<file path="src/source/tcu_config.svh">
// Build-time parameters of the FP16 dot-product unit, included by every file that sizes logic
`ifndef TCU_CONFIG_SVH
`define TCU_CONFIG_SVH

// Operand layout
`define TCU_WORDS 2
`define TCU_LANES 4

// Datapath widths
`define TCU_FIX_W 84
`define TCU_EXP_W 6

// Flow control
`define TCU_IN_DEPTH 2
`define TCU_OUT_CREDITS 4

// Request tag
`define TCU_TAG_W 8

`endif

</file>
<file path="src/source/tcu_pkg.sv">
// Shared types of the dot-product unit, referenced by scoped name from the RTL and testbench
`include "tcu_config.svh"

package tcu_pkg;

    // Operand class from the exponent and mantissa fields
    typedef struct packed {
        logic is_zero;
        logic is_sub;
        logic is_inf;
        logic is_nan;
    } fedp_class_t;

    // Special-value flags carried beside a product or a sum
    typedef struct packed {
        logic is_nan;
        logic is_inf;
        logic sign;
    } fedp_excep_t;

    // One lane product, value is sig * 2^(shift - 48)
    typedef struct packed {
        logic                  sign;
        logic [21:0]           sig;
        logic [`TCU_EXP_W-1:0] shift;
        fedp_excep_t           excep;
    } tcu_prod_t;

    // Signed fixed point, LSB weight 2^-48
    typedef logic signed [`TCU_FIX_W-1:0] tcu_fix_t;

    typedef struct packed {
        logic [`TCU_WORDS-1:0][31:0] a_row;
        logic [`TCU_WORDS-1:0][31:0] b_col;
        logic [`TCU_TAG_W-1:0]       tag;
    } tcu_req_t;

    typedef struct packed {
        logic [31:0]           result;
        logic [`TCU_TAG_W-1:0] tag;
    } tcu_rsp_t;

endpackage

</file>
<file path="src/source/tcu_accum.sv">
// Second pipeline stage, exact sum of the aligned terms and merge of lane exceptions
`include "tcu_config.svh"

module tcu_accum (
    input  logic                                  clk,
    input  logic                                  rst_n,
    input  logic                                  advance,
    input  tcu_pkg::tcu_fix_t [`TCU_LANES-1:0]    term,
    input  tcu_pkg::fedp_excep_t [`TCU_LANES-1:0] excep,
    output tcu_pkg::tcu_fix_t                     sum,
    output tcu_pkg::fedp_excep_t                  excep_sum
);

    tcu_pkg::tcu_fix_t [`TCU_LANES/2-1:0] pair;
    tcu_pkg::tcu_fix_t                    sum_d;
    tcu_pkg::fedp_excep_t                 merged;
    logic                                 any_nan;
    logic                                 pos_inf;
    logic                                 neg_inf;

    // Two-level adder tree, wide enough that no carry is lost
    always_comb begin
        for (int j = 0; j < `TCU_LANES / 2; j++) begin
            pair[j] = term[2*j] + term[2*j+1];
        end
        sum_d = '0;
        for (int j = 0; j < `TCU_LANES / 2; j++) begin
            sum_d = sum_d + pair[j];
        end
    end

    always_comb begin
        any_nan = 1'b0;
        pos_inf = 1'b0;
        neg_inf = 1'b0;
        for (int i = 0; i < `TCU_LANES; i++) begin
            any_nan = any_nan | excep[i].is_nan;
            pos_inf = pos_inf | (excep[i].is_inf & ~excep[i].sign);
            neg_inf = neg_inf | (excep[i].is_inf & excep[i].sign);
        end
        // Infinities of both signs cancel into NaN
        merged.is_nan = any_nan | (pos_inf & neg_inf);
        merged.is_inf = (pos_inf | neg_inf) & ~merged.is_nan;
        merged.sign   = neg_inf;
    end

    always_ff @(posedge clk or negedge rst_n) begin
        if (!rst_n) begin
            sum       <= '0;
            excep_sum <= '0;
        end else if (advance) begin
            sum       <= sum_d;
            excep_sum <= merged;
        end
    end

endmodule

</file>
<file path="src/source/tcu_align.sv">
// First pipeline stage, places each lane product into the signed fixed-point word
`include "tcu_config.svh"

module tcu_align (
    input  logic                                  clk,
    input  logic                                  rst_n,
    input  logic                                  issue,
    input  tcu_pkg::tcu_prod_t [`TCU_LANES-1:0]   prod,
    output tcu_pkg::tcu_fix_t [`TCU_LANES-1:0]    term,
    output tcu_pkg::fedp_excep_t [`TCU_LANES-1:0] excep
);

    localparam int FIX_W = `TCU_FIX_W;

    tcu_pkg::tcu_fix_t [`TCU_LANES-1:0] term_d;
    logic [`TCU_LANES-1:0][FIX_W-1:0]   mag;

    always_comb begin
        for (int i = 0; i < `TCU_LANES; i++) begin
            mag[i] = {{(FIX_W-22){1'b0}}, prod[i].sig} << prod[i].shift;
            // Special lanes are resolved through the exception flags only
            if (prod[i].excep.is_nan || prod[i].excep.is_inf) begin
                term_d[i] = '0;
            end else if (prod[i].sign) begin
                term_d[i] = -mag[i];
            end else begin
                term_d[i] = mag[i];
            end
        end
    end

    always_ff @(posedge clk or negedge rst_n) begin
        if (!rst_n) begin
            term  <= '0;
            excep <= '0;
        end else if (issue) begin
            term <= term_d;
            for (int i = 0; i < `TCU_LANES; i++) begin
                excep[i] <= prod[i].excep;
            end
        end
    end

endmodule

</file>
<file path="src/source/tcu_fedp_ctrl.sv">
// Control of the dot-product unit, input queue, credit counting, issue and valid/tag pipeline
`include "tcu_config.svh"

module tcu_fedp_ctrl (
    input  logic                   clk,
    input  logic                   rst_n,
    input  logic                   in_valid,
    input  tcu_pkg::tcu_req_t      in_req,
    output logic                   in_credit,
    input  logic                   out_credit,
    output logic                   issue,
    output tcu_pkg::tcu_req_t      issue_req,
    output logic [1:0]             stage_valid,
    output logic                   out_valid,
    output logic [`TCU_TAG_W-1:0]  out_tag
);

    localparam int DEPTH = `TCU_IN_DEPTH;
    localparam int PTR_W = (DEPTH > 1) ? $clog2(DEPTH) : 1;
    localparam int CNT_W = $clog2(DEPTH + 1);
    localparam int CRD_W = $clog2(`TCU_OUT_CREDITS + 1);

    tcu_pkg::tcu_req_t     q_mem [DEPTH];
    logic [PTR_W-1:0]      wr_ptr;
    logic [PTR_W-1:0]      rd_ptr;
    logic [CNT_W-1:0]      q_count;
    logic [CRD_W-1:0]      out_crd;
    logic                  v_align;
    logic                  v_accum;
    logic [`TCU_TAG_W-1:0] tag_align;
    logic [`TCU_TAG_W-1:0] tag_accum;

    function automatic logic [PTR_W-1:0] ptr_next(input logic [PTR_W-1:0] p);
        return (p == PTR_W'(DEPTH - 1)) ? '0 : p + 1'b1;
    endfunction

    // ----------------------------------------------------------
    // Issue decision
    // ----------------------------------------------------------
    // Head leaves only against a held output credit
    assign issue       = (q_count != '0) && (out_crd != '0);
    assign in_credit   = issue;
    assign issue_req   = q_mem[rd_ptr];
    assign stage_valid = {v_accum, v_align};

    always_ff @(posedge clk) begin
        if (in_valid) begin
            q_mem[wr_ptr] <= in_req;
        end
    end

    always_ff @(posedge clk or negedge rst_n) begin
        if (!rst_n) begin
            wr_ptr  <= '0;
            rd_ptr  <= '0;
            q_count <= '0;
            out_crd <= CRD_W'(`TCU_OUT_CREDITS);
        end else begin
            if (in_valid) begin
                wr_ptr <= ptr_next(wr_ptr);
            end
            if (issue) begin
                rd_ptr <= ptr_next(rd_ptr);
            end
            q_count <= q_count + CNT_W'(in_valid) - CNT_W'(issue);
            out_crd <= out_crd - CRD_W'(issue) + CRD_W'(out_credit);
        end
    end

    // ----------------------------------------------------------
    // Valid and tag alongside align, accum and normalize
    // ----------------------------------------------------------
    always_ff @(posedge clk or negedge rst_n) begin
        if (!rst_n) begin
            v_align   <= 1'b0;
            v_accum   <= 1'b0;
            out_valid <= 1'b0;
        end else begin
            v_align   <= issue;
            v_accum   <= v_align;
            out_valid <= v_accum;
        end
    end

    always_ff @(posedge clk) begin
        if (issue) begin
            tag_align <= issue_req.tag;
        end
        if (v_align) begin
            tag_accum <= tag_align;
        end
        if (v_accum) begin
            out_tag <= tag_accum;
        end
    end

endmodule

</file>
<file path="src/source/tcu_fedp_top.sv">
// Top level of the FP16 dot-product unit, wires control to the multiply, align, sum and pack stages
`include "tcu_config.svh"

module tcu_fedp_top (
    input  logic              clk,
    input  logic              rst_n,
    input  logic              in_valid,
    input  tcu_pkg::tcu_req_t in_req,
    output logic              in_credit,
    output logic              out_valid,
    output tcu_pkg::tcu_rsp_t out_rsp,
    input  logic              out_credit
);

    logic                                  issue;
    tcu_pkg::tcu_req_t                     issue_req;
    logic [1:0]                            stage_valid;
    logic [`TCU_TAG_W-1:0]                 out_tag;
    tcu_pkg::tcu_prod_t [`TCU_LANES-1:0]   prod;
    tcu_pkg::tcu_fix_t [`TCU_LANES-1:0]    term;
    tcu_pkg::fedp_excep_t [`TCU_LANES-1:0] lane_excep;
    tcu_pkg::tcu_fix_t                     sum;
    tcu_pkg::fedp_excep_t                  excep_sum;
    logic [31:0]                           result;

    tcu_fedp_ctrl u_ctrl (
        .clk         (clk),
        .rst_n       (rst_n),
        .in_valid    (in_valid),
        .in_req      (in_req),
        .in_credit   (in_credit),
        .out_credit  (out_credit),
        .issue       (issue),
        .issue_req   (issue_req),
        .stage_valid (stage_valid),
        .out_valid   (out_valid),
        .out_tag     (out_tag)
    );

    tcu_mul_f16 u_mul (
        .a_row (issue_req.a_row),
        .b_col (issue_req.b_col),
        .prod  (prod)
    );

    tcu_align u_align (
        .clk   (clk),
        .rst_n (rst_n),
        .issue (issue),
        .prod  (prod),
        .term  (term),
        .excep (lane_excep)
    );

    tcu_accum u_accum (
        .clk       (clk),
        .rst_n     (rst_n),
        .advance   (stage_valid[0]),
        .term      (term),
        .excep     (lane_excep),
        .sum       (sum),
        .excep_sum (excep_sum)
    );

    tcu_normalize u_normalize (
        .clk       (clk),
        .rst_n     (rst_n),
        .advance   (stage_valid[1]),
        .sum       (sum),
        .excep_sum (excep_sum),
        .result    (result)
    );

    assign out_rsp = {result, out_tag};

endmodule

</file>
<file path="src/source/tcu_mul_f16.sv">
// Combinational FP16 lane multiplier, turns raw operand words into per-lane products for alignment
`include "tcu_config.svh"

module tcu_mul_f16 (
    input  logic [`TCU_WORDS-1:0][31:0]         a_row,
    input  logic [`TCU_WORDS-1:0][31:0]         b_col,
    output tcu_pkg::tcu_prod_t [`TCU_LANES-1:0] prod
);

    localparam int EXP_W = `TCU_EXP_W;
    localparam logic [4:0] EXP_MAX = 5'h1F;
    // Both FP16 biases folded with the 2^-48 fixed-point offset
    localparam logic [EXP_W-1:0] BIAS_CONST = EXP_W'(-2);

    function automatic tcu_pkg::fedp_class_t classify(input logic [4:0] e, input logic [9:0] m);
        tcu_pkg::fedp_class_t c;
        c.is_zero = (e == 5'd0) && (m == 10'd0);
        c.is_sub  = (e == 5'd0) && (m != 10'd0);
        c.is_inf  = (e == EXP_MAX) && (m == 10'd0);
        c.is_nan  = (e == EXP_MAX) && (m != 10'd0);
        return c;
    endfunction

    for (genvar i = 0; i < `TCU_LANES; i++) begin : g_lane
        localparam int OFF = (i % 2) * 16;

        // ----------------------------------------------------------
        // Field extraction and classification
        // ----------------------------------------------------------
        logic [4:0]           ea;
        logic [4:0]           eb;
        logic [9:0]           ma;
        logic [9:0]           mb;
        tcu_pkg::fedp_class_t cls_a;
        tcu_pkg::fedp_class_t cls_b;

        assign ea    = a_row[i/2][14+OFF -: 5];
        assign eb    = b_col[i/2][14+OFF -: 5];
        assign ma    = a_row[i/2][9+OFF -: 10];
        assign mb    = b_col[i/2][9+OFF -: 10];
        assign cls_a = classify(ea, ma);
        assign cls_b = classify(eb, mb);

        // ----------------------------------------------------------
        // Arithmetic
        // ----------------------------------------------------------
        logic [4:0]       ea_sel;
        logic [4:0]       eb_sel;
        logic [10:0]      ma_sel;
        logic [10:0]      mb_sel;
        logic [EXP_W-1:0] shift;
        logic [21:0]      man_prod;
        logic             zero_sel;
        logic             inf_z;

        // Subnormals use exponent 1 and no hidden bit
        assign ea_sel   = cls_a.is_sub ? 5'd1 : ea;
        assign eb_sel   = cls_b.is_sub ? 5'd1 : eb;
        assign ma_sel   = {~cls_a.is_sub, ma};
        assign mb_sel   = {~cls_b.is_sub, mb};
        assign shift    = EXP_W'(ea_sel) + EXP_W'(eb_sel) + BIAS_CONST;
        assign man_prod = ma_sel * mb_sel;
        assign zero_sel = cls_a.is_zero | cls_b.is_zero;
        assign inf_z    = (cls_a.is_inf & cls_b.is_zero) | (cls_a.is_zero & cls_b.is_inf);

        assign prod[i].sign         = a_row[i/2][15+OFF] ^ b_col[i/2][15+OFF];
        assign prod[i].sig          = zero_sel ? 22'd0 : man_prod;
        assign prod[i].shift        = zero_sel ? '0 : shift;
        assign prod[i].excep.is_nan = cls_a.is_nan | cls_b.is_nan | inf_z;
        assign prod[i].excep.is_inf = (cls_a.is_inf | cls_b.is_inf) & ~inf_z;
        assign prod[i].excep.sign   = prod[i].sign;
    end

endmodule

</file>
<file path="src/source/tcu_normalize.sv">
// Last pipeline stage, packs the exact fixed-point sum into FP32 with truncation
`include "tcu_config.svh"

module tcu_normalize (
    input  logic                 clk,
    input  logic                 rst_n,
    input  logic                 advance,
    input  tcu_pkg::tcu_fix_t    sum,
    input  tcu_pkg::fedp_excep_t excep_sum,
    output logic [31:0]          result
);

    localparam int FIX_W = `TCU_FIX_W;
    localparam int POS_W = $clog2(FIX_W);
    // FP32 bias minus the fixed-point fraction width
    localparam logic [7:0] EXP_OFFSET = 8'(127 - 48);

    logic [FIX_W-1:0] mag;
    logic [POS_W-1:0] lead;
    logic [FIX_W-1:0] norm;
    logic [7:0]       exp_f;
    logic [31:0]      result_d;

    assign mag = sum[FIX_W-1] ? -sum : sum;

    // ----------------------------------------------------------
    // Leading-one search, highest set bit wins
    // ----------------------------------------------------------
    always_comb begin
        lead = '0;
        for (int b = 0; b < FIX_W; b++) begin
            if (mag[b]) begin
                lead = POS_W'(b);
            end
        end
    end

    assign norm  = mag << (POS_W'(FIX_W - 1) - lead);
    assign exp_f = 8'(lead) + EXP_OFFSET;

    // ----------------------------------------------------------
    // Packing and special encodings
    // ----------------------------------------------------------
    always_comb begin
        if (excep_sum.is_nan) begin
            result_d = 32'h7FC0_0000;
        end else if (excep_sum.is_inf) begin
            result_d = {excep_sum.sign, 8'hFF, 23'd0};
        end else if (mag == '0) begin
            // Exact cancellation gives +0
            result_d = 32'd0;
        end else begin
            result_d = {sum[FIX_W-1], exp_f, norm[FIX_W-2 -: 23]};
        end
    end

    always_ff @(posedge clk or negedge rst_n) begin
        if (!rst_n) begin
            result <= '0;
        end else if (advance) begin
            result <= result_d;
        end
    end

endmodule

</file>
<file path="config.mk">
export PLATFORM = sky130hd
export DESIGN_NAME = tcu_fedp_top
export DESIGN_NICKNAME = d
export VERILOG_FILES = /design/src/source/tcu_pkg.sv /design/src/source/tcu_accum.sv /design/src/source/tcu_align.sv /design/src/source/tcu_fedp_ctrl.sv /design/src/source/tcu_fedp_top.sv /design/src/source/tcu_mul_f16.sv /design/src/source/tcu_normalize.sv
export VERILOG_INCLUDE_DIRS = /design/src /design/src/source
export SDC_FILE = /design/constraint.sdc
export NUM_CORES = 2
export LEC_CHECK = 0
export ABC_AREA = 1
export BUFFER_PORTS_ARGS = -buffer_cell sky130_fd_sc_hd__buf_2
export CORE_AREA = 2 2 478 480
export CTS_CLUSTER_DIAMETER = 200
export DETAILED_ROUTE_END_ITERATION = 16
export DIE_AREA = 0 0 480 482
export GPL_ROUTABILITY_DRIVEN = 0
export SLEW_MARGIN = 10
export SYNTH_ARGS = -nofsm -noshare
export SYNTH_HDL_FRONTEND = slang
export SYNTH_HIERARCHICAL = 1
export SYNTH_SLANG_ARGS = --single-unit
export TNS_END_PERCENT = 1
</file>
<file path="constraint.sdc">
create_clock -name clk -period 12 [get_ports clk]
set_input_delay 0.6 -clock clk [delete_from_list [all_inputs] [get_ports clk]]
set_output_delay 0.6 -clock clk [all_outputs]
set_load 0.02 [all_outputs]
</file>
==> impl_metrics.py <==
metrics = {
    "outcome": {
        "status": "completed",
    },
    "cts": {
        "cts_root_buf": "clkbuf_16",
        "cts_tree": "done",
        "cts_resized": 0,
        "cts.reportedPaths.clkPinSlew_ns": 0.06,
        "clk_latency_ns": 0.75,
        "h-tree-depth": 3,
        "cts_buffers": 90,
        "clock-sinks": 773,
        "clock_path_buffers": 3,
    },
    "floorplan": {
        "die_w_um": 480,
        "die_h_um": 482,
        "initial_core_util": 0.397,
        "dieArea_um2": 231000,
        "io_pins": 182,
        "core_um2": 226000,
        "num_rows": 175,
    },
    "flow_run": {
        "cap_viol_max_count": 0,
    },
    "finish": {
        "layout-drive-gt1-share": 0.0615,
        "fin_cells": 17200,
        "final_cell_area_um2": 96500,
        "n_fill_cell": 24600,
        "fin_nets": 15100,
        "most-common-layout-cells": "5105 x nand2_1, 2247 x inv_1, 1605 x nand3_1, 1113 x nor2_1, 491 x fa_1",
        "regArea_um2": 20800,
        "multi_input_area_um2": 58100,
        "layout_commonest_cell": "nand2_1",
        "syn2layout_area_growth_pct": 7.29,
    },
    "setup_path": {
        "crit_fanout": 65,
        "crit_slowest_cell": "dfrtp_4",
        "crit_path_end_kind": "register",
        "cpMostUsedCell": "nand2_1",
        "start_kind": "register",
        "critPathMaxStageDelay_ns": 0.73,
        "required_ns": 12.61,
        "crit_type": "reg -> reg",
        "cp_data_arrival_time_ns": 10.18,
    },
    "grt": {
        "grt_usage": 0.267,
        "overflow": 0,
        "grt_pass1_wl_um": 485000,
        "grt_pass1_vias": 83100,
        "antenna_found_initial": 5,
        "grt_max_degree": 110,
    },
    "yosys": {
        "yosysSeqAreaShare": 0.232,
        "ys_types": 64,
        "synth_nets": 15200,
        "synth_area_per_cell_um2": 6.33,
        "synth.top_cell.area_share": 0.213,
        "synth_area_leaders": "nand2_1 21%, dfrtp_1 13%, fa_1 11%",
        "syn_area_um2": 90000,
        "ys_ff_latch": 773,
        "synthFlopType": "dfrtp_1",
        "synth_edf_count": 296,
        "synth_area_leader_cell": "nand2_1",
        "syn_inst": 14200,
        "yosysWarningCount": 6,
        "async_flop_share": 0.617,
    },
    "drt": {
        "final_antenna_net_count": 0,
        "dr.pass1.iters": 7,
        "wl_per_cell_um": 18.3,
        "viasPerCell": 5.19,
        "drtIter0Drc": 10200,
        "routed-via-count": 89100,
        "finalWirelength_um": 313000,
        "drc": 0,
    },
    "sta": {
        "final.setup.worst_slack_ns": 2.43,
        "fin_setup_tns_ns": 0,
        "slew_headroom": 0.140,
        "setup_violations": 0,
        "finClkSkew_ns": 0.0358,
        "drv_slew": 0,
        "rsz0062_at_grt": "no",
        "fin_crit_sh": 0.798,
        "worst_slew_pin_slew_ns": 1.28,
        "fmax_mhz": 104,
        "finalHoldViolCount": 0,
        "fin_crit_ns": 9.57,
    },
    "place": {
        "dpl_cell_area_um2": 93100,
        "dp_slack_ns": 2.49,
        "place_hpwl_um": 254000,
        "dp_cells": 17000,
        "io_buffers": 181,
    },
    "min_path": {
        "hp-class": "in -> reg",
    },
}
final timing paths:
path,startpoint,to,slack [ns],depth (start not counted)
setup reg to reg,u_ctrl/rd_ptr,u_align/term[330],2.43,43
max in group asynchronous,rst_n,u_align/term[180],9.23,4
hold / removal,in_req[19],u_ctrl/q_mem[0][19],0.06,1
setup / recovery,u_ctrl/rd_ptr,u_align/term[330],2.43,43
hold reg to reg,u_ctrl/tag_align[6],u_ctrl/tag_accum[6],0.42,0
min in group asynchronous,rst_n,u_align/term[259],0.53,2
flip-flops by register name, indices dropped and copies added (netlist names):
name                count
u_normalize/result     32
u_ctrl/tag_accum        8
u_accum/excep_sum       3
u_ctrl/wr_ptr           1
u_align/term          336
u_ctrl/out_valid        1
u_align/excep          12
u_ctrl/v_accum          1
u_ctrl/out_tag          8
u_ctrl/v_align          1
u_ctrl/out_crd          3
u_ctrl/q_count          2
u_ctrl/q_mem          272
u_accum/sum            84
u_ctrl/rd_ptr           1
u_ctrl/tag_align        8
cells in the mapped netlist (13+ instances only):
library cell,number
edfxtp_1,296
buf_4,27
nand3_2,79
nand2_2,76
buf_6,22
fa_1,491
nor2_4,26
o211ai_1,22
nand4_1,204
nor4_1,21
or2_2,15
nor2_1,1121
dfrtp_1,476
inv_2,68
clkbuf_1,255
inv_1,2254
a31oi_1,18
nand3b_1,34
ha_1,368
nand3_1,1605
o21ai_0,378
xnor2_1,90
a21oi_1,284
xor2_1,95
o21ai_2,19
clkinv_1,13
nor3_2,18
buf_2,127
buf_1,88
o21bai_1,29
o21ai_1,174
nor2_2,91
nand2_1,5107
nor3_1,123
critical path: cells and delay by family, from the launching register on:
family | cells | cell delay (ns)
AO/OA/AOI/OAI | 3 | 0.64
adder cells (fa/ha/maj) | 6 | 2.68
flip-flops | 1 | 0.73
buffers and inverters | 8 | 1.67
AND/OR/NAND/NOR | 26 | 3.62
timing repair:
action / 4_1_cts / 5_1_grt
hold buffers: 36 / 0
setup buffers: 0 / 0
endpoints found under the hold margin: 163 / 0
cell families after synthesis:
logic type / share of synthesized area
simple gates: 0.406
buf+inv: 0.124
compound gates: 0.0599
fa+ha+maj: 0.160
flops: 0.232
xor+xnor: 0.0184
metal layers:
metal	track usage	up-vias	part of all wire
met5	0	-	0.00013
met4	0.114	6	0.048
met3	0.0344	603	0.071
met2	0.418	3446	0.44
met1	0.371	41000	0.44
li1	-	44000	-
area by class of cell:
class | count | share of cell area
Tap cell | 3009 | 0.0390
Timing Repair Buffer | 301 | 0.0199
Sequential cell | 773 | 0.216
Multi-Input combinational cell | 10600 | 0.603
Clock inverter | 53 | 0.00665
Antenna cell | 4 | 0.000104
Inverter | 2336 | 0.0910
Clock buffer | 112 | 0.0249
metrics by stage:
stage,util,hold WS (ns)
2_1_floorplan,-,0.304
3_5_place_dp,0.411,0.406
6_report,0.426,0.0570
4_1_cts,0.426,0.000610
3_3_place_gp,0.411,0.401
5_1_grt,0.426,0.0261
Power is not shown: default switching activity piles up to over one toggle a cycle in this logic, so the estimate is an artifact.
